## config.mk

```make
export PLATFORM = sky130hd
export DESIGN_NAME = csr_subsystem
export DESIGN_NICKNAME = d
export VERILOG_FILES = /design/src/hw/csr_pkg.sv /design/src/hw/csr_subsystem.sv /design/src/hw/csr_perf_counters.sv /design/src/hw/csr_machine_regs.sv /design/src/hw/csr_access_ctrl.sv
export SDC_FILE = /design/constraint.sdc
export NUM_CORES = 1
export LEC_CHECK = 0
export BUFFER_PORTS_ARGS = -buffer_cell sky130_fd_sc_hd__buf_2
export CAP_MARGIN = 20
export CORE_ASPECT_RATIO = 0.75
export CORE_MARGIN = 2
export CORE_UTILIZATION = 38
export CTS_BUF_LIST = sky130_fd_sc_hd__clkbuf_4 sky130_fd_sc_hd__clkbuf_8
export DETAILED_ROUTE_END_ITERATION = 16
export GPL_TIMING_DRIVEN = 0
export PLACE_DENSITY_LB_ADDON = 0.25
export SETUP_SLACK_MARGIN = 0.2
export SLEW_MARGIN = 0
export SYNTH_ARGS = -nofsm -noshare
export SYNTH_HDL_FRONTEND = slang
export SYNTH_SLANG_ARGS = --single-unit
export TNS_END_PERCENT = 20
```

## constraint.sdc

```tcl
create_clock -name clk -period 4.8 [get_ports clk]
set_input_delay 0.96 -clock clk [delete_from_list [all_inputs] [get_ports clk]]
set_output_delay 0.96 -clock clk [all_outputs]
set_load 0.005 [all_outputs]
```

## src/hw/csr_pkg.sv

```systemverilog
// Shared definitions for the CSR subsystem: access operations, CSR addresses,
// performance event positions and the mstatus word layout.
// Modules reach these by scoped names only.
`default_nettype none

package csr_pkg;

  // access operation, carried with each request
  typedef enum logic [1:0] {
    op_none  = 2'b00,  // plain read
    op_write = 2'b01,
    op_set   = 2'b10,  // old | wdata
    op_clear = 2'b11   // old & ~wdata
  } csr_op_e;

  // machine bank addresses
  localparam logic [11:0] addr_mstatus  = 12'h300;
  localparam logic [11:0] addr_mscratch = 12'h340;
  localparam logic [11:0] addr_mepc     = 12'h341;
  localparam logic [11:0] addr_mcpuid   = 12'hF00;  // read only
  localparam logic [11:0] addr_mimpid   = 12'hF01;  // read only
  localparam logic [11:0] addr_mhartid  = 12'hF10;  // read only

  // performance counter bank addresses
  localparam logic [11:0] addr_pcer      = 12'h7A0;  // event enable
  localparam logic [11:0] addr_pcmr      = 12'h7A1;  // mode, {saturate, global enable}
  localparam logic [11:0] addr_pccr_base = 12'h780;  // first counter
  localparam logic [11:0] addr_pccr_all  = 12'h79F;  // every counter at once

  // built-in events, bit positions in the event vector
  localparam int n_core_events = 9;
  localparam int evt_cycle     = 0;
  localparam int evt_instr     = 1;
  localparam int evt_ld_stall  = 2;
  localparam int evt_jr_stall  = 3;
  localparam int evt_imiss     = 4;
  localparam int evt_load      = 5;
  localparam int evt_store     = 6;
  localparam int evt_jump      = 7;
  localparam int evt_branch    = 8;

  // identity contents
  localparam logic [31:0] mcpuid_value = 32'h0000_0100;  // rv32i
  localparam logic [31:0] mimpid_value = 32'h0000_8000;

  // mstatus seen either as a raw word or as its fields
  typedef union packed {
    logic [31:0] raw;
    struct packed {
      logic [28:0] zero;  // unimplemented, reads 0
      logic [1:0]  prv;   // always machine mode, reads 3
      logic        ie;    // global interrupt enable
    } fld;
  } mstatus_word_u;

endpackage

`default_nettype wire
```

## src/hw/csr_subsystem.sv

```systemverilog
// Top of the CSR subsystem. Connects the access controller to the machine
// bank and the performance counter bank over a shared bank bus.
// One access in flight at a time, two cycles minimum per access.
`timescale 1ns/1ps
`default_nettype none

module csr_subsystem #(
  parameter int         N_EXT_EVENTS = 2,
  parameter logic [9:0] HART_ID      = 10'h025
) (
  input  wire logic                    clk,
  input  wire logic                    rst_n,
  // access port
  input  wire logic                    req_valid_i,
  output logic                         req_ready_o,
  input  wire logic [11:0]             req_addr_i,
  input  wire csr_pkg::csr_op_e        req_op_i,
  input  wire logic [31:0]             req_wdata_i,
  output logic                         rsp_valid_o,
  input  wire logic                    rsp_ready_i,
  output logic [31:0]                  rsp_rdata_o,
  output logic                         rsp_err_o,
  // pipeline side
  input  wire logic                    save_pc_i,
  input  wire logic [31:0]             pc_i,
  input  wire logic                    retire_i,
  input  wire logic                    ld_stall_i,
  input  wire logic                    jr_stall_i,
  input  wire logic                    imiss_i,
  input  wire logic                    load_i,
  input  wire logic                    store_i,
  input  wire logic                    jump_i,
  input  wire logic                    branch_i,
  input  wire logic [N_EXT_EVENTS-1:0] ext_events_i,
  output logic                         irq_enable_o,
  output logic [31:0]                  epc_o
);

  // bank bus
  logic [11:0] bank_addr;
  logic [31:0] bank_wdata;
  logic        bank_we;
  logic [31:0] mach_rdata;
  logic        mach_hit;
  logic [31:0] perf_rdata;
  logic        perf_hit;

  csr_access_ctrl u_access_ctrl (
    .clk          (clk),
    .rst_n        (rst_n),
    .req_valid_i  (req_valid_i),
    .req_ready_o  (req_ready_o),
    .req_addr_i   (req_addr_i),
    .req_op_i     (req_op_i),
    .req_wdata_i  (req_wdata_i),
    .rsp_valid_o  (rsp_valid_o),
    .rsp_ready_i  (rsp_ready_i),
    .rsp_rdata_o  (rsp_rdata_o),
    .rsp_err_o    (rsp_err_o),
    .bank_addr_o  (bank_addr),
    .bank_wdata_o (bank_wdata),
    .bank_we_o    (bank_we),
    .mach_rdata_i (mach_rdata),
    .mach_hit_i   (mach_hit),
    .perf_rdata_i (perf_rdata),
    .perf_hit_i   (perf_hit)
  );

  csr_machine_regs #(
    .HART_ID (HART_ID)
  ) u_machine_regs (
    .clk          (clk),
    .rst_n        (rst_n),
    .addr_i       (bank_addr),
    .wdata_i      (bank_wdata),
    .we_i         (bank_we),
    .save_pc_i    (save_pc_i),
    .pc_i         (pc_i),
    .rdata_o      (mach_rdata),
    .hit_o        (mach_hit),
    .irq_enable_o (irq_enable_o),
    .epc_o        (epc_o)
  );

  csr_perf_counters #(
    .N_EXT_EVENTS (N_EXT_EVENTS)
  ) u_perf_counters (
    .clk          (clk),
    .rst_n        (rst_n),
    .addr_i       (bank_addr),
    .wdata_i      (bank_wdata),
    .we_i         (bank_we),
    .retire_i     (retire_i),
    .ld_stall_i   (ld_stall_i),
    .jr_stall_i   (jr_stall_i),
    .imiss_i      (imiss_i),
    .load_i       (load_i),
    .store_i      (store_i),
    .jump_i       (jump_i),
    .branch_i     (branch_i),
    .ext_events_i (ext_events_i),
    .rdata_o      (perf_rdata),
    .hit_o        (perf_hit)
  );

endmodule

`default_nettype wire

```

## src/hw/csr_perf_counters.sv

```systemverilog
// Performance counter bank: one 32-bit counter per event, an event-enable
// register and a mode register {saturate, global enable}.
// Increments are registered, so an event counts two edges after it is seen.
`timescale 1ns/1ps
`default_nettype none

module csr_perf_counters #(
  parameter int N_EXT_EVENTS = 2
) (
  input  wire logic                    clk,
  input  wire logic                    rst_n,
  input  wire logic [11:0]             addr_i,
  input  wire logic [31:0]             wdata_i,
  input  wire logic                    we_i,
  // pipeline events, plain levels
  input  wire logic                    retire_i,
  input  wire logic                    ld_stall_i,
  input  wire logic                    jr_stall_i,
  input  wire logic                    imiss_i,
  input  wire logic                    load_i,
  input  wire logic                    store_i,
  input  wire logic                    jump_i,
  input  wire logic                    branch_i,
  input  wire logic [N_EXT_EVENTS-1:0] ext_events_i,
  output logic [31:0]                  rdata_o,
  output logic                         hit_o
);

  localparam int n_counters = csr_pkg::n_core_events + N_EXT_EVENTS;

  logic                         retire_q;   // retire seen last cycle
  logic [n_counters-1:0]        evt;
  logic [n_counters-1:0]        inc;
  logic [n_counters-1:0]        inc_q;
  logic [n_counters-1:0]        pcer_q;
  logic [1:0]                   pcmr_q;     // [1] saturate, [0] global enable
  logic [n_counters-1:0] [31:0] cnt_q;
  logic [n_counters-1:0] [31:0] cnt_n;
  logic                         sel_pcer;
  logic                         sel_pcmr;
  logic                         sel_cnt;    // one counter
  logic                         sel_all;    // 0x79f
  logic [4:0]                   cnt_idx;

  //////////////////////////////////////////////////////////////////////////
  // event vector
  //////////////////////////////////////////////////////////////////////////

  always_comb
  begin
    evt                        = '0;
    evt[csr_pkg::evt_cycle]    = 1'b1;                   // every cycle
    evt[csr_pkg::evt_instr]    = retire_i;
    evt[csr_pkg::evt_ld_stall] = ld_stall_i & retire_q;  // hazards after retire
    evt[csr_pkg::evt_jr_stall] = jr_stall_i & retire_q;
    evt[csr_pkg::evt_imiss]    = imiss_i;                // fetch wait cycles
    evt[csr_pkg::evt_load]     = load_i;
    evt[csr_pkg::evt_store]    = store_i;
    evt[csr_pkg::evt_jump]     = jump_i & retire_q;
    evt[csr_pkg::evt_branch]   = branch_i & retire_q;
    evt[n_counters-1:csr_pkg::n_core_events] = ext_events_i;  // externals on top
  end

  assign inc = evt & pcer_q & {n_counters{pcmr_q[0]}};

  //////////////////////////////////////////////////////////////////////////
  // address decode and read
  //////////////////////////////////////////////////////////////////////////

  assign cnt_idx  = addr_i[4:0];
  assign sel_pcer = (addr_i == csr_pkg::addr_pcer);
  assign sel_pcmr = (addr_i == csr_pkg::addr_pcmr);
  assign sel_all  = (addr_i == csr_pkg::addr_pccr_all);
  // 0x780 window, only counters that exist
  assign sel_cnt  = (addr_i[11:5] == csr_pkg::addr_pccr_base[11:5]) &&
                    (32'(cnt_idx) < n_counters);
  assign hit_o    = sel_pcer | sel_pcmr | sel_cnt | sel_all;

  always_comb
  begin
    rdata_o = '0;  // 0x79f reads zero
    if (sel_pcer)
      rdata_o[n_counters-1:0] = pcer_q;
    else if (sel_pcmr)
      rdata_o[1:0] = pcmr_q;
    else if (sel_cnt)
      rdata_o = cnt_q[cnt_idx];
  end

  //////////////////////////////////////////////////////////////////////////
  // counter update
  //////////////////////////////////////////////////////////////////////////

  always_comb
  begin
    for (int i = 0; i < n_counters; i++)
    begin
      cnt_n[i] = cnt_q[i];
      // stop at all ones when saturating, wrap otherwise
      if (inc_q[i] && (cnt_q[i] != '1 || !pcmr_q[1]))
        cnt_n[i] = cnt_q[i] + 32'd1;
      // a bank write wins over the increment
      if (we_i && (sel_all || (sel_cnt && cnt_idx == 5'(i))))
        cnt_n[i] = wdata_i;
    end
  end

  always_ff @(posedge clk or negedge rst_n)
  begin
    if (!rst_n)
    begin
      retire_q <= 1'b0;
      inc_q    <= '0;
      pcer_q   <= '0;     // nothing counts
      pcmr_q   <= 2'b11;  // enabled, saturating
      cnt_q    <= '0;
    end
    else
    begin
      retire_q <= retire_i;
      inc_q    <= inc;
      cnt_q    <= cnt_n;
      if (we_i && sel_pcer)
        pcer_q <= wdata_i[n_counters-1:0];
      if (we_i && sel_pcmr)
        pcmr_q <= wdata_i[1:0];
    end
  end

  // saturating counter parks at all ones until a bank write
  for (genvar g = 0; g < n_counters; g++)
  begin : g_sat_chk
    a_sat_hold: assert property (@(posedge clk) disable iff (!rst_n)
      pcmr_q[1] && !we_i && cnt_q[g] == '1 |=> cnt_q[g] == '1)
      else $error("saturating counter wrapped past all ones");
  end

endmodule

`default_nettype wire

```

## src/hw/csr_machine_regs.sv

```systemverilog
// Machine-mode CSR bank: mstatus (interrupt enable only), mscratch, mepc
// with exception PC capture, and the read-only identity registers.
// Read data and hit are combinational from the bank address.
`timescale 1ns/1ps
`default_nettype none

module csr_machine_regs #(
  parameter logic [9:0] HART_ID = 10'h025
) (
  input  wire logic        clk,
  input  wire logic        rst_n,
  input  wire logic [11:0] addr_i,
  input  wire logic [31:0] wdata_i,
  input  wire logic        we_i,
  input  wire logic        save_pc_i,     // exception capture strobe
  input  wire logic [31:0] pc_i,
  output logic [31:0]      rdata_o,
  output logic             hit_o,
  output logic             irq_enable_o,
  output logic [31:0]      epc_o
);

  logic                   irq_enable_q;
  logic [31:0]            mscratch_q;
  logic [31:0]            mepc_q;
  csr_pkg::mstatus_word_u mstatus_rd;
  csr_pkg::mstatus_word_u mstatus_wr;

  // mstatus as seen by a read
  always_comb
  begin
    mstatus_rd.fld.zero = '0;
    mstatus_rd.fld.prv  = 2'b11;  // machine mode only
    mstatus_rd.fld.ie   = irq_enable_q;
  end

  assign mstatus_wr.raw = wdata_i;  // only the ie field is kept

  //////////////////////////////////////////////////////////////////////////
  // read decode
  //////////////////////////////////////////////////////////////////////////

  always_comb
  begin
    rdata_o = '0;
    hit_o   = 1'b1;
    case (addr_i)
      csr_pkg::addr_mstatus:  rdata_o = mstatus_rd.raw;
      csr_pkg::addr_mscratch: rdata_o = mscratch_q;
      csr_pkg::addr_mepc:     rdata_o = mepc_q;
      csr_pkg::addr_mcpuid:   rdata_o = csr_pkg::mcpuid_value;
      csr_pkg::addr_mimpid:   rdata_o = csr_pkg::mimpid_value;
      csr_pkg::addr_mhartid:  rdata_o = {22'b0, HART_ID};
      default:                hit_o   = 1'b0;  // not ours
    endcase
  end

  //////////////////////////////////////////////////////////////////////////
  // registers
  //////////////////////////////////////////////////////////////////////////

  always_ff @(posedge clk or negedge rst_n)
  begin
    if (!rst_n)
    begin
      irq_enable_q <= 1'b0;
      mscratch_q   <= '0;
      mepc_q       <= '0;
    end
    else
    begin
      if (we_i && addr_i == csr_pkg::addr_mstatus)
        irq_enable_q <= mstatus_wr.fld.ie;
      if (we_i && addr_i == csr_pkg::addr_mscratch)
        mscratch_q <= wdata_i;
      // exception capture beats a csr write
      if (save_pc_i)
        mepc_q <= pc_i;
      else if (we_i && addr_i == csr_pkg::addr_mepc)
        mepc_q <= wdata_i;
      // identity registers ignore writes
    end
  end

  assign irq_enable_o = irq_enable_q;
  assign epc_o        = mepc_q;

  // captured pc shows up on epc_o the next cycle
  a_epc_capture: assert property (@(posedge clk) disable iff (!rst_n)
    save_pc_i |=> epc_o == $past(pc_i))
    else $error("mepc did not capture the exception pc");

endmodule

`default_nettype wire

```

## src/hw/csr_access_ctrl.sv

```systemverilog
// Front end of the CSR subsystem. Takes one request at a time over a
// valid/ready port, answers one cycle later with the old value and commits
// the read-modify-write result to the banks on the response handshake.
`timescale 1ns/1ps
`default_nettype none

module csr_access_ctrl (
  input  wire logic               clk,
  input  wire logic               rst_n,
  // request channel
  input  wire logic               req_valid_i,
  output logic                    req_ready_o,
  input  wire logic [11:0]        req_addr_i,
  input  wire csr_pkg::csr_op_e   req_op_i,
  input  wire logic [31:0]        req_wdata_i,
  // response channel
  output logic                    rsp_valid_o,
  input  wire logic               rsp_ready_i,
  output logic [31:0]             rsp_rdata_o,
  output logic                    rsp_err_o,
  // bank bus
  output logic [11:0]             bank_addr_o,
  output logic [31:0]             bank_wdata_o,
  output logic                    bank_we_o,
  input  wire logic [31:0]        mach_rdata_i,
  input  wire logic               mach_hit_i,
  input  wire logic [31:0]        perf_rdata_i,
  input  wire logic               perf_hit_i
);

  localparam logic st_idle    = 1'b0;
  localparam logic st_respond = 1'b1;

  logic             state_q;
  logic             hold_q;      // response stalled past its first cycle
  logic [11:0]      addr_q;
  csr_pkg::csr_op_e op_q;
  logic [31:0]      wdata_q;
  logic [31:0]      rdata_q;     // old value frozen while stalled
  logic [31:0]      sel_rdata;
  logic             any_hit;
  logic             req_fire;
  logic             rsp_fire;

  assign req_ready_o = (state_q == st_idle);
  assign rsp_valid_o = (state_q == st_respond);
  assign req_fire    = req_valid_i & req_ready_o;
  assign rsp_fire    = rsp_valid_o & rsp_ready_i;

  //////////////////////////////////////////////////////////////////////////
  // sequencer
  //////////////////////////////////////////////////////////////////////////

  always_ff @(posedge clk or negedge rst_n)
  begin
    if (!rst_n)
    begin
      state_q <= st_idle;
      hold_q  <= 1'b0;
    end
    else
    begin
      if (req_fire)
        state_q <= st_respond;
      else if (rsp_fire)
        state_q <= st_idle;
      // freeze read data after the first response cycle
      hold_q <= rsp_valid_o & ~rsp_ready_i;
    end
  end

  // request payload, held for the whole access
  always_ff @(posedge clk)
  begin
    if (req_fire)
    begin
      addr_q  <= req_addr_i;
      op_q    <= req_op_i;
      wdata_q <= req_wdata_i;
    end
    if (rsp_valid_o && !hold_q)
      rdata_q <= sel_rdata;  // snapshot of the first response cycle
  end

  //////////////////////////////////////////////////////////////////////////
  // read select and read-modify-write
  //////////////////////////////////////////////////////////////////////////

  assign any_hit = mach_hit_i | perf_hit_i;

  always_comb
  begin
    sel_rdata = '0;  // unmapped reads as zero
    if (mach_hit_i)
      sel_rdata = mach_rdata_i;
    else if (perf_hit_i)
      sel_rdata = perf_rdata_i;
  end

  assign rsp_rdata_o = hold_q ? rdata_q : sel_rdata;
  assign rsp_err_o   = ~any_hit;

  always_comb
  begin
    unique case (op_q)
      csr_pkg::op_write: bank_wdata_o = wdata_q;
      csr_pkg::op_set:   bank_wdata_o = rsp_rdata_o | wdata_q;
      csr_pkg::op_clear: bank_wdata_o = rsp_rdata_o & ~wdata_q;
      default:           bank_wdata_o = rsp_rdata_o;  // op_none keeps old
    endcase
  end

  assign bank_addr_o = addr_q;
  // commit only on the response handshake, and never for an error
  assign bank_we_o   = rsp_fire & (op_q != csr_pkg::op_none) & any_hit;

  // payload must not move while the response waits
  a_rsp_stable: assert property (@(posedge clk) disable iff (!rst_n)
    rsp_valid_o && !rsp_ready_i |=>
      rsp_valid_o && $stable(rsp_rdata_o) && $stable(rsp_err_o))
    else $error("response payload changed under back-pressure");

endmodule

`default_nettype wire

```

# [Yosys cells after proc, flatten, opt, wreduce, memory -nomap -nowiden]
# Cells that the tools add are included.
[op_classes] reduce_logical=80 n_addsub=11 magnitude_cmp=2 eq_ne=34 n_mux=39 bitwise=21
[op_table] op="$mux 32" n=29
[op_table] op="$add 32x1->32 const B" n=11
[op_table] op="$ne 32x32->1 const B" n=11
[op_table] op="$pmux 32 s6" n=1
[op_table] op="$bmux 32 s4" n=1
[op_table] op="$pmux 32 s3" n=1
[op_table] op="$logic_and 1x1->1" n=40
[op_table] op="$eq 12x10->1 const B" n=3
[op_table] op="$eq 12x11->1 const B" n=3
[op_table] op="$eq 12x12->1 const B" n=3
[op_table] op="$and 32x32->32" n=1
[op_table] op="$not 32->32" n=1
[op_table] op="$or 32x32->32" n=1
[op_table] op="$mux 30" n=1
[op_table] op="$reduce_bool 2->1" n=14
[op_table] op="$and 11x11->11" n=2
[op_table] op="$logic_or 1x1->1" n=22
[op_table] op="$mux 21" n=1
[op_table] op="$eq 5x3->1 const B" n=4
[op_table] op="$eq 5x4->1 const B" n=3
[op_table] op="$mux 11" n=1
[op_table] op="$eq 5x2->1 const B" n=2
[op_table] op="$and 1x1->1" n=9
[op_table] op="$eq 7x6->1 const B" n=1
[op_table] op="12 further kinds" n=21
[word_totals] out_inout_bits=68 elab_cells=211 ff_bits=522 inputBits=93

# [Logic depth before layout (Yosys ltp)]
# Gate-level depths: netlist of run 1.
[depth] depth_word=12 ltp_mapped=13

# [Cells and area by module]
# Synthesis of run 1 repeated with hierarchy kept, for this count alone.
[hier_totals] cells_unflattened=3501 hier_area_um2=32884.0
[by_module_without_submodules] module="csr_perf_counters" seq_area_each_um2=9436.6 cells_per_inst=2877 area_per_inst_um2=24649.9 instances=1
[by_module_without_submodules] module="csr_access_ctrl" seq_area_each_um2=2392.3 cells_per_inst=379 area_per_inst_um2=4616.9 instances=1
[by_module_without_submodules] module="csr_machine_regs" seq_area_each_um2=1626.6 cells_per_inst=245 area_per_inst_um2=3617.2 instances=1

# [Worst setup path after synthesis of run 1]
# OpenSTA, ideal clock, no wires.
[synth_timing] kind="input port to flip-flop" startpoint="input port req_valid_i" endpoint="register u_access_ctrl.addr_q[0], in the netlist u_access_ctrl.bank_addr_o[0], enable pin" setup_ns=0.456 n_path_buf=0 stages=1 setup_slack_ns=1.319 arrival_time_ns=3.025 cell_sequence="nor2b_1"
[synth_between] elab_chain_len=1
[synth_lines] element="start, declared" line_no="csr_subsystem.sv:14" text="input wire logic req_valid_i,"
[synth_lines] element="$and 1x1->1" line_no="csr_access_ctrl.sv:47" text="assign req_fire = req_valid_i & req_ready_o;"
[synth_lines] element="end signal, assigned" line_no="csr_access_ctrl.sv:77" text="addr_q <= req_addr_i;"
[synth_lines] element="end, declared" line_no="csr_access_ctrl.sv:36" text="logic [11:0] addr_q;"
# Every way passes these cells.
# A chain may end at the register's enable or synchronous reset.

# [Worst setup path in the final report of run 1]
[layout_timing] startpoint="register u_access_ctrl.addr_q[1], in the netlist u_access_ctrl.bank_addr_o[1]" endpoint="output port rsp_rdata_o[28]"
[layout_between] elab_chain_len=8 word_cells_on_any_way=25
[layout_lines] element="$bmux 32 s4 or $lt 5x4->1 (tied branches)" line_no="csr_perf_counters.sv:87, csr_perf_counters.sv:76"
[layout_lines] element="$mux 32 (implied by the code) or $logic_and 1x1->1 (tied branches)" line_no="csr_perf_counters.sv:87, csr_perf_counters.sv:75"
[layout_lines] element="$mux 32" line_no="csr_perf_counters.sv:86" text="else if (sel_cnt)"
[layout_lines] element="$mux 30" line_no="csr_perf_counters.sv:84" text="else if (sel_pcmr)"
[layout_lines] element="$mux 21" line_no="csr_perf_counters.sv:82" text="if (sel_pcer)"
[layout_lines] element="$mux 32" line_no="csr_access_ctrl.sv:96" text="else if (perf_hit_i)"
[layout_lines] element="$mux 32 (*)" line_no="csr_access_ctrl.sv:94" text="if (mach_hit_i)"
[layout_lines] element="$mux 32 (*)" line_no="csr_access_ctrl.sv:100" text="assign rsp_rdata_o = hold_q ? rdata_q : sel_rdata;"
[layout_lines] element="end, declared" line_no="csr_subsystem.sv:21" text="output logic [31:0] rsp_rdata_o,"
# Every way passes the cells marked *; elsewhere a longest branch is shown, timed or not. The select of a mux whose other input is x is not followed.

==> results.md, run 1 <==
* CP cell instances: buf_4 -> nor3b_2 -> clkbuf_1 -> a22oi_1 -> o21ai_0 -> o31ai_2 -> buf_2
* RSZ-0062 raised after global routing: true
* Hold Fails Final Rpt at 0
* Synth top area share at 33.7%
* Layout Nets at 3,757
* Setup-failing EPs final at 2
* Die Wd at ~340 um
* Post-synth EDFFs at 78
* Hold Path Class: input port to async pin
* Post-DP Area at about 35,000 um2
* Ys async rst share at roughly 85%
* Vias in the first global route at 28,400
* Core box area at 85,800 um2
* Synth Cell Area at 32,800 um2
* Min cycle time layout at 4930 ps
* WP data required at roughly 3800 ps
* Final Max Tran Viols at 0
* WS Path Type: flip-flop to output pin
* Yosys Warn Count at 0
* Power density over the cells at 286 nW/um2
* Clock tree buffer depth at 3
* Hold-fix buffers, CTS at 0
* Final Non-Filler Cells at ~4,900
* Worst-Margin Slew at 1290 ps
* Gr usage total at around a third
* Height of the die at 259 um
* Post-route DRC violation count at 0
* Reg2reg path depth at 10
* Net Sw Frac at 32.0%
* Cell area after layout at roughly 37,000 um2
* Mapped Cells at approximately 3,400
* Seq pwr share at approximately 44%
* Largest net degree at the start of global routing at 108
* Failing checks: setup timing
* Leakage power at 15.0 nW
* Crit. End Element: output pin
* R2r startpoint: u_access_ctrl.bank_addr_o[1]
* Worst skew pair latency at 830 ps
* Num CTS Buffers at 88
* Htree depth at 3
* Initial antenna violation count at 17
* Outcome: finished with violations
* Power share of the combinational group at 15.0%
* Max IR drop VDD at 0.219 mV
* Max Cap Viol at 0
* R2R setup slack at roughly 420 ps
* Register area share after synthesis at 41.0%
* Startpoint types: flip-flop
* I/O pin count at ~160
* Root Driver: clkbuf_8
* Routability cong. at about 1.0
* Routed vias at between 30,000 and 40,000
* Fmax achieved at between 0.2 and 0.25 GHz
* Syn avg cell area at 9.69 um2
* Slew headroom at 13.9%
* Row count at 93
* I/O Buffers at 160
* CP Buf/Inv Count at 3
* First-pass GRT wire length at ~210,000 um
* Area leader, netlist: dfrtp_1
* Final WS setup at -133 ps
* Clock network power share at approximately 41%
* Layout cell share with drive strength beyond 1 at 16.1%
* Routed Antenna Nets at 0
* Final Cycle Share at 103%
* Drt pass-1 iters at 6
* Post-Syn Nets at around 3,500
* Total power at 10.7 mW
* DR iter-0 viols at slightly below 5,000
* Crit-path slowest cell: a22oi_1
* Arr. time, crit path at 3970 ps
* Clk sinks at around 520
* Primary FF master, synth: dfrtp_1
* Internal at 7.27 mW
* R2r endpoint: u_perf_counters.cnt_q[303]
* Max incr delay on CP at about 670 ps
* Top post-synthesis cells by area: dfrtp_1 34%, mux2i_1 11%, edfxtp_1 7.1%, xor2_1 5.3%, xnor2_1 3.4%
* GRT overflow at 0
* Setup Skew at 44.8 ps
* Fill count at 8,470
* Seq cells post-synth at 522
* Clock slew at the register clock pins of the worst setup and hold paths at ~60 ps
* Die ar. at 88,800 um2
* Sw Pwr at 3.42 mW
* Area Overhead vs Synth at 13.8%
* Hpwl dp at 113,000 um
* CTS tree: done
* Worst Setup SP: u_access_ctrl.bank_addr_o[1]
* Initial Util at 38.3%
* Inst Count DP at 4,699
* Post-synthesis cell type count at around 110
* Via/cell ratio at 6.33
* Final wirelength at 150,000 um
* Critical path's top delay family: compound AO/OA/AOI/OAI gates
* Critical Path Fanout Max at 10
* Routed len/inst at 30.8 um
[cells in the mapped netlist (24+ instances only)]
library cell	count
buf_2	79
nor3_1	66
xnor2_1	127
nor2_1	248
edfxtp_1	78
o21ai_1	43
nand4_1	111
o22ai_1	43
inv_1	68
a21oi_1	174
dfrtp_1	442
nor4_1	40
nand2_1	225
and2_1	30
o21ai_0	99
and4_1	32
xor2_1	197
mux2i_1	364
clkbuf_1	92
a2bb2oi_1	25
o221ai_1	27
a21o_1	24
nand3_1	193
a22oi_1	48
and3_1	101
[layout by cell type, fill, tap and decap left out, types with 87 or more instances in the layout]
cell type	synthesis	routed
dfrtp_1	442	442
mux2i_1	364	362
nor2_1	248	247
buf_2	79	239
nand2_1	225	225
xor2_1	197	197
nand3_1	193	192
a21oi_1	174	174
xnor2_1	127	127
nand4_1	111	111
and3_1	101	101
clkbuf_8	0	100
o21ai_0	99	99
clkbuf_1	92	87
[worst max-delay path by stage]
stage | to | slack, ps | cells past startpoint
after floorplan | u_access_ctrl.bank_addr_o[0] | 1320 | 1
after global placement | u_machine_regs.epc_o[6] | -7040 | 1
after detailed placement | u_machine_regs.epc_o[12] | 420 | 10
after CTS | rsp_rdata_o[28] | 50 | 7
after global routing | rsp_rdata_o[28] | -30 | 7
final | rsp_rdata_o[28] | -130 | 7
[registers in the layout, indices dropped and copies added (netlist names)]
name and flops:
u_perf_counters.pcmr_q 2, u_perf_counters.retire_q 1, u_access_ctrl.rsp_valid_o 1, u_perf_counters.inc_q 11, u_access_ctrl.hold_q 1, u_access_ctrl.op_q 2, u_machine_regs.irq_enable_o 1, u_access_ctrl.bank_addr_o 12
u_perf_counters.pcer_q 11, u_perf_counters.cnt_q 352, u_access_ctrl.wdata_q 32, u_machine_regs.mscratch_q 32, u_access_ctrl.rdata_q 32, u_machine_regs.epc_o 32
[power groups by stage]
| stage | registers [mW] | logic [mW] | clock network, mW |
|---|---|---|---|
| 2_1_floorplan | 4.75 | 0.675 | 0 |
| 3_3_place_gp | 4.79 | 1.47 | 0 |
| 3_5_place_dp | 4.78 | 1.50 | 0 |
| 4_1_cts | 4.70 | 1.52 | 4.38 |
| 5_1_grt | 4.71 | 1.62 | 4.60 |
| 6_report | 4.71 | 1.60 | 4.38 |
[through the flow]
| stage | TNS, ps | utilization (%) | setup slack, ps | hold WS (ps) |
|---|---|---|---|---|
| 2_1_floorplan | 0 | - | 1320 | 448 |
| 3_3_place_gp | -3089340 | 40.9 | -7040 | 460 |
| 3_5_place_dp | 0 | 41.2 | 422 | 469 |
| 4_1_cts | 0 | 43.5 | 50.1 | 124 |
| 5_1_grt | -26.5 | 43.5 | -26.5 | 133 |
| 6_report | -173 | 43.6 | -133 | 116 |
[kinds of logic (layout without fill, tap and decap cells)]
group           after synthesis  count (layout)  share of synthesized area (%)
xor+xnor                    324             324                           8.64
fa+ha+maj                    11              11                          0.419
other cells                   0              10                              0
buf+inv                     294             630                           4.60
compound gates              664             664                           13.8
mux                         396             396                           12.7
simple gates               1177            1177                           18.8
flops                       522             522                           41.0
[what timing repair did]
action,CTS,global route
gates resized for setup,25,6
buffers inserted,3,0
pin swaps,6,0
endpoints found under the setup margin,23,23
[cell type report]
cell class                      count  area, um2  share of cell area [%]
Tap cell                         1140       1430                    3.82
Clock buffer                      135       1640                    4.39
Inverter                           70        263                   0.704
Multi-Input combinational cell   2572      18100                    48.4
Buffer                            224       1250                    3.36
Timing Repair Buffer              175       1040                    2.78
Sequential cell                   522      13500                    36.0
Antenna cell                       10       25.0                  0.0670
Clock inverter                     26        186                   0.499
[per-layer routing]
metal  global-route usage [%]  vias up  routed length (um)
met1                     48.5    15500               65200
met3                     15.2      321               22700
met2                     42.6     1995               57300
li1                         -    13000                   -
met4                     10.9       20                4910
met5                        0        -                 152
No activity file was read; power rests on OpenSTA's default activity.
==> inputs of run 2 (changes only) <==
- CTS_CLUSTER_SIZE: unset -> 25
- clock period: 4.8 -> 5.9 ns (I/O delays scaled with it)
==> run 2 against run 1 <==
The run now ends clean. Highest routed layer unchanged. First-iteration DRC count decreased by 8.0%. Non-clock buffer count decreased by 2. Critical path depth up 3. Sequential cell count is the same. Largest power group unchanged. Combinational power shrank 19%.
==> results.md, run 2 (synthesis gave the netlist of run 1 again) <==
* Outcome: finished clean (was finished with violations)
* Multi-input gate area at 17,900 um2 (was 18,100 um2)
* Hold-fix buffers, CTS at 0 (unchanged)
* R2r startpoint: u_access_ctrl.bank_addr_o[0] (was u_access_ctrl.bank_addr_o[1])
* Post-DP Area at 35,300 um2 (unchanged)
* Routed vias at 30,900 (was 30,800)
* Routability cong. at 1.04 (unchanged)
* I/O pin count at 161 (unchanged)
* Fill count at 8,484 (was 8,470)
* Hpwl dp at 113,000 um (unchanged)
* Area Overhead vs Synth at 13.3% (was 13.8%)
* First-pass GRT wire length at 211,000 um (about the same)
* Drt pass-1 iters at 6 (unchanged)
* R2R setup slack at 1190 ps (was 420 ps)
* Post-route DRC violation count at 0 (unchanged)
* Hold Fails Final Rpt at 0 (unchanged)
* Core box area at 85,800 um2 (unchanged)
* Die Wd at 343 um (unchanged)
* Gr usage total at 33.3% (about the same)
* Sequential Area at 13,500 um2 (unchanged)
* Layout cell share with drive strength beyond 1 at 15.4% (was 16.1%)
* Worst-Margin Slew at 1250 ps (was 1290 ps)
* DR iter-0 viols at 4,476 (was 4,864)
* Htree depth at 3 (unchanged)
* Height of the die at 259 um (unchanged)
* Via/cell ratio at 6.35 (was 6.33)
* Cell area after layout at 37,200 um2 (was 37,300 um2)
* Slew headroom at 16.9% (was 13.9%)
* Startpoint types: flip-flop (unchanged)
* Routed len/inst at 30.8 um (about the same)
* Fmax achieved at 0.180 GHz
* Clk sinks at 522 (unchanged)
* Initial Util at 38.3% (unchanged)
* Most frequent cells in the layout: 442 x dfrtp_1, 364 x mux2i_1, 247 x nor2_1 (was 442 x dfrtp_1, 362 x mux2i_1, 247 x nor2_1)
* Uppermost layer routed: met5 (unchanged)
* Max IR drop VDD at 0.179 mV (was 0.219 mV)
* Clock tree buffer depth at 3 (unchanged)
* Setup-failing EPs final at 0 (was 2)
* Largest net degree at the start of global routing at 108 (unchanged)
* Met2 Wirelength at 57,400 um (was 57,300 um)
* Crit. End Element: output pin (unchanged)
* Top reg by flops: u_perf_counters.cnt_q (unchanged)
* I/O Buffers at 160 (unchanged)
* Setup bufs post-CTS at 0 (was 3)
* Max Cap Viol at 0 (unchanged)
* Min cycle time layout at 5560 ps
* Critical Path Fanout Max at 10 (unchanged)
* Die ar. at 88,800 um2 (unchanged)
* Setup_tns at 0 ps (was -173 ps)
* Final hold slack at 328 ps (was 116 ps)
* Setup Skew at 35.6 ps (was 44.8 ps)
* Routed Antenna Nets at 0 (unchanged)
* Num CTS Buffers at 88 (unchanged)
* Layout Nets at 3,755 (was 3,757)
* Final Cycle Share at 94.2%
* Largest register FFs at 352 (unchanged)
* WS Path Type: flip-flop to output pin (unchanged)
* Final wirelength at 150,000 um (about the same)
* Clock slew at the register clock pins of the worst setup and hold paths at 60 ps (about the same)
* Reg2reg path depth at 10 (unchanged)
* Worst skew pair latency at 830 ps (about the same)
* Initial antenna violation count at 17 (unchanged)
* Arr. time, crit path at 4380 ps (was 3970 ps)
* Commonest non-fill, non-tap cell in the layout: dfrtp_1 (unchanged)
* Vias in the first global route at 28,400 (about the same)
* R2r endpoint: u_machine_regs.epc_o[12] (was u_perf_counters.cnt_q[303])
* Leakage power at 15.0 nW (about the same)
* CTS tree: done (unchanged)
* Root Driver: clkbuf_8 (unchanged)
* DR WL met3 at 22,700 um (about the same)
* Power density over the cells at 233 nW/um2 (was 286 nW/um2)
* WP data required at 4720 ps (was 3840 ps)
* Hold Path Class: input port to async pin (unchanged)
* Post-cts sizing count at 0 (was 25)
* GRT overflow at 0 (unchanged)
* RSZ-0062 raised after global routing: false (was true)
* Routed metal-1 wirelength at 65,000 um (was 65,200 um)
* Row count at 93 (unchanged)
* Final Max Tran Viols at 0 (unchanged)
## run 2: changes by cell type in the layout (fill, tap and decap cells not counted), sizes merged
cell	before	now
diode	10	7
buf	307	305
## run 2: power by group
group / switching, mW / leakage, nW / internal (mW)
Sequential: 0.0795 / 5.71 / 3.75
Clock: 1.73 / 0.982 / 1.83
Combinational: 0.961 / 8.28 / 0.329
## run 2: area by class of cell
class,count,share of cell area [%]
Multi-Input combinational cell,2572,48.2
Sequential cell,522,36.2
Clock buffer,135,4.41
Tap cell,1140,3.84
Buffer,224,3.35
Timing Repair Buffer,173,2.77
Inverter,70,0.707
Clock inverter,26,0.501
Antenna cell,7,0.0471
## run 2: worst max-delay path by stage
stage	startpoint	end	slack [ps]
final	u_access_ctrl.bank_addr_o[0]	rsp_rdata_o[12]	340
after global routing	u_access_ctrl.bank_addr_o[1]	rsp_rdata_o[12]	350
after CTS	u_access_ctrl.bank_addr_o[0]	rsp_rdata_o[12]	500
after detailed placement	u_access_ctrl.bank_addr_o[0]	rsp_rdata_o[12]	1400
after global placement	rst_n	u_machine_regs.epc_o[6]	-6160
after floorplan	req_valid_i	u_access_ctrl.bank_addr_o[0]	2200
## run 2: worst max-delay path, stage by stage, from the launching register on
cell      delay (ps)
edfxtp_1         340
buf_6            160
buf_12           180
buf_8            190
buf_6            290
mux2i_1          490
o221ai_1         200
a32o_1           380
a211oi_1         930
nor2_1           160
buf_2            190
## run 2: through the flow
step                worst slack, ps  utilization, %  power [mW]  std cells
floorplan                      2200               -        4.42       3388
global placement              -6160            40.9        5.09       4688
detailed placement             1400            41.2        5.12       4699
CTS                             499            43.3        8.61       4860
global route                    351            43.3        8.88       4864
finish                          340            43.4        8.68       4869
## run 2: layer usage
metal	global-route usage, %	up-vias
li1	-	13000
met1	48.6	15600
met2	42.5	2023
met3	15.1	299
met4	11.0	20
met5	0	-
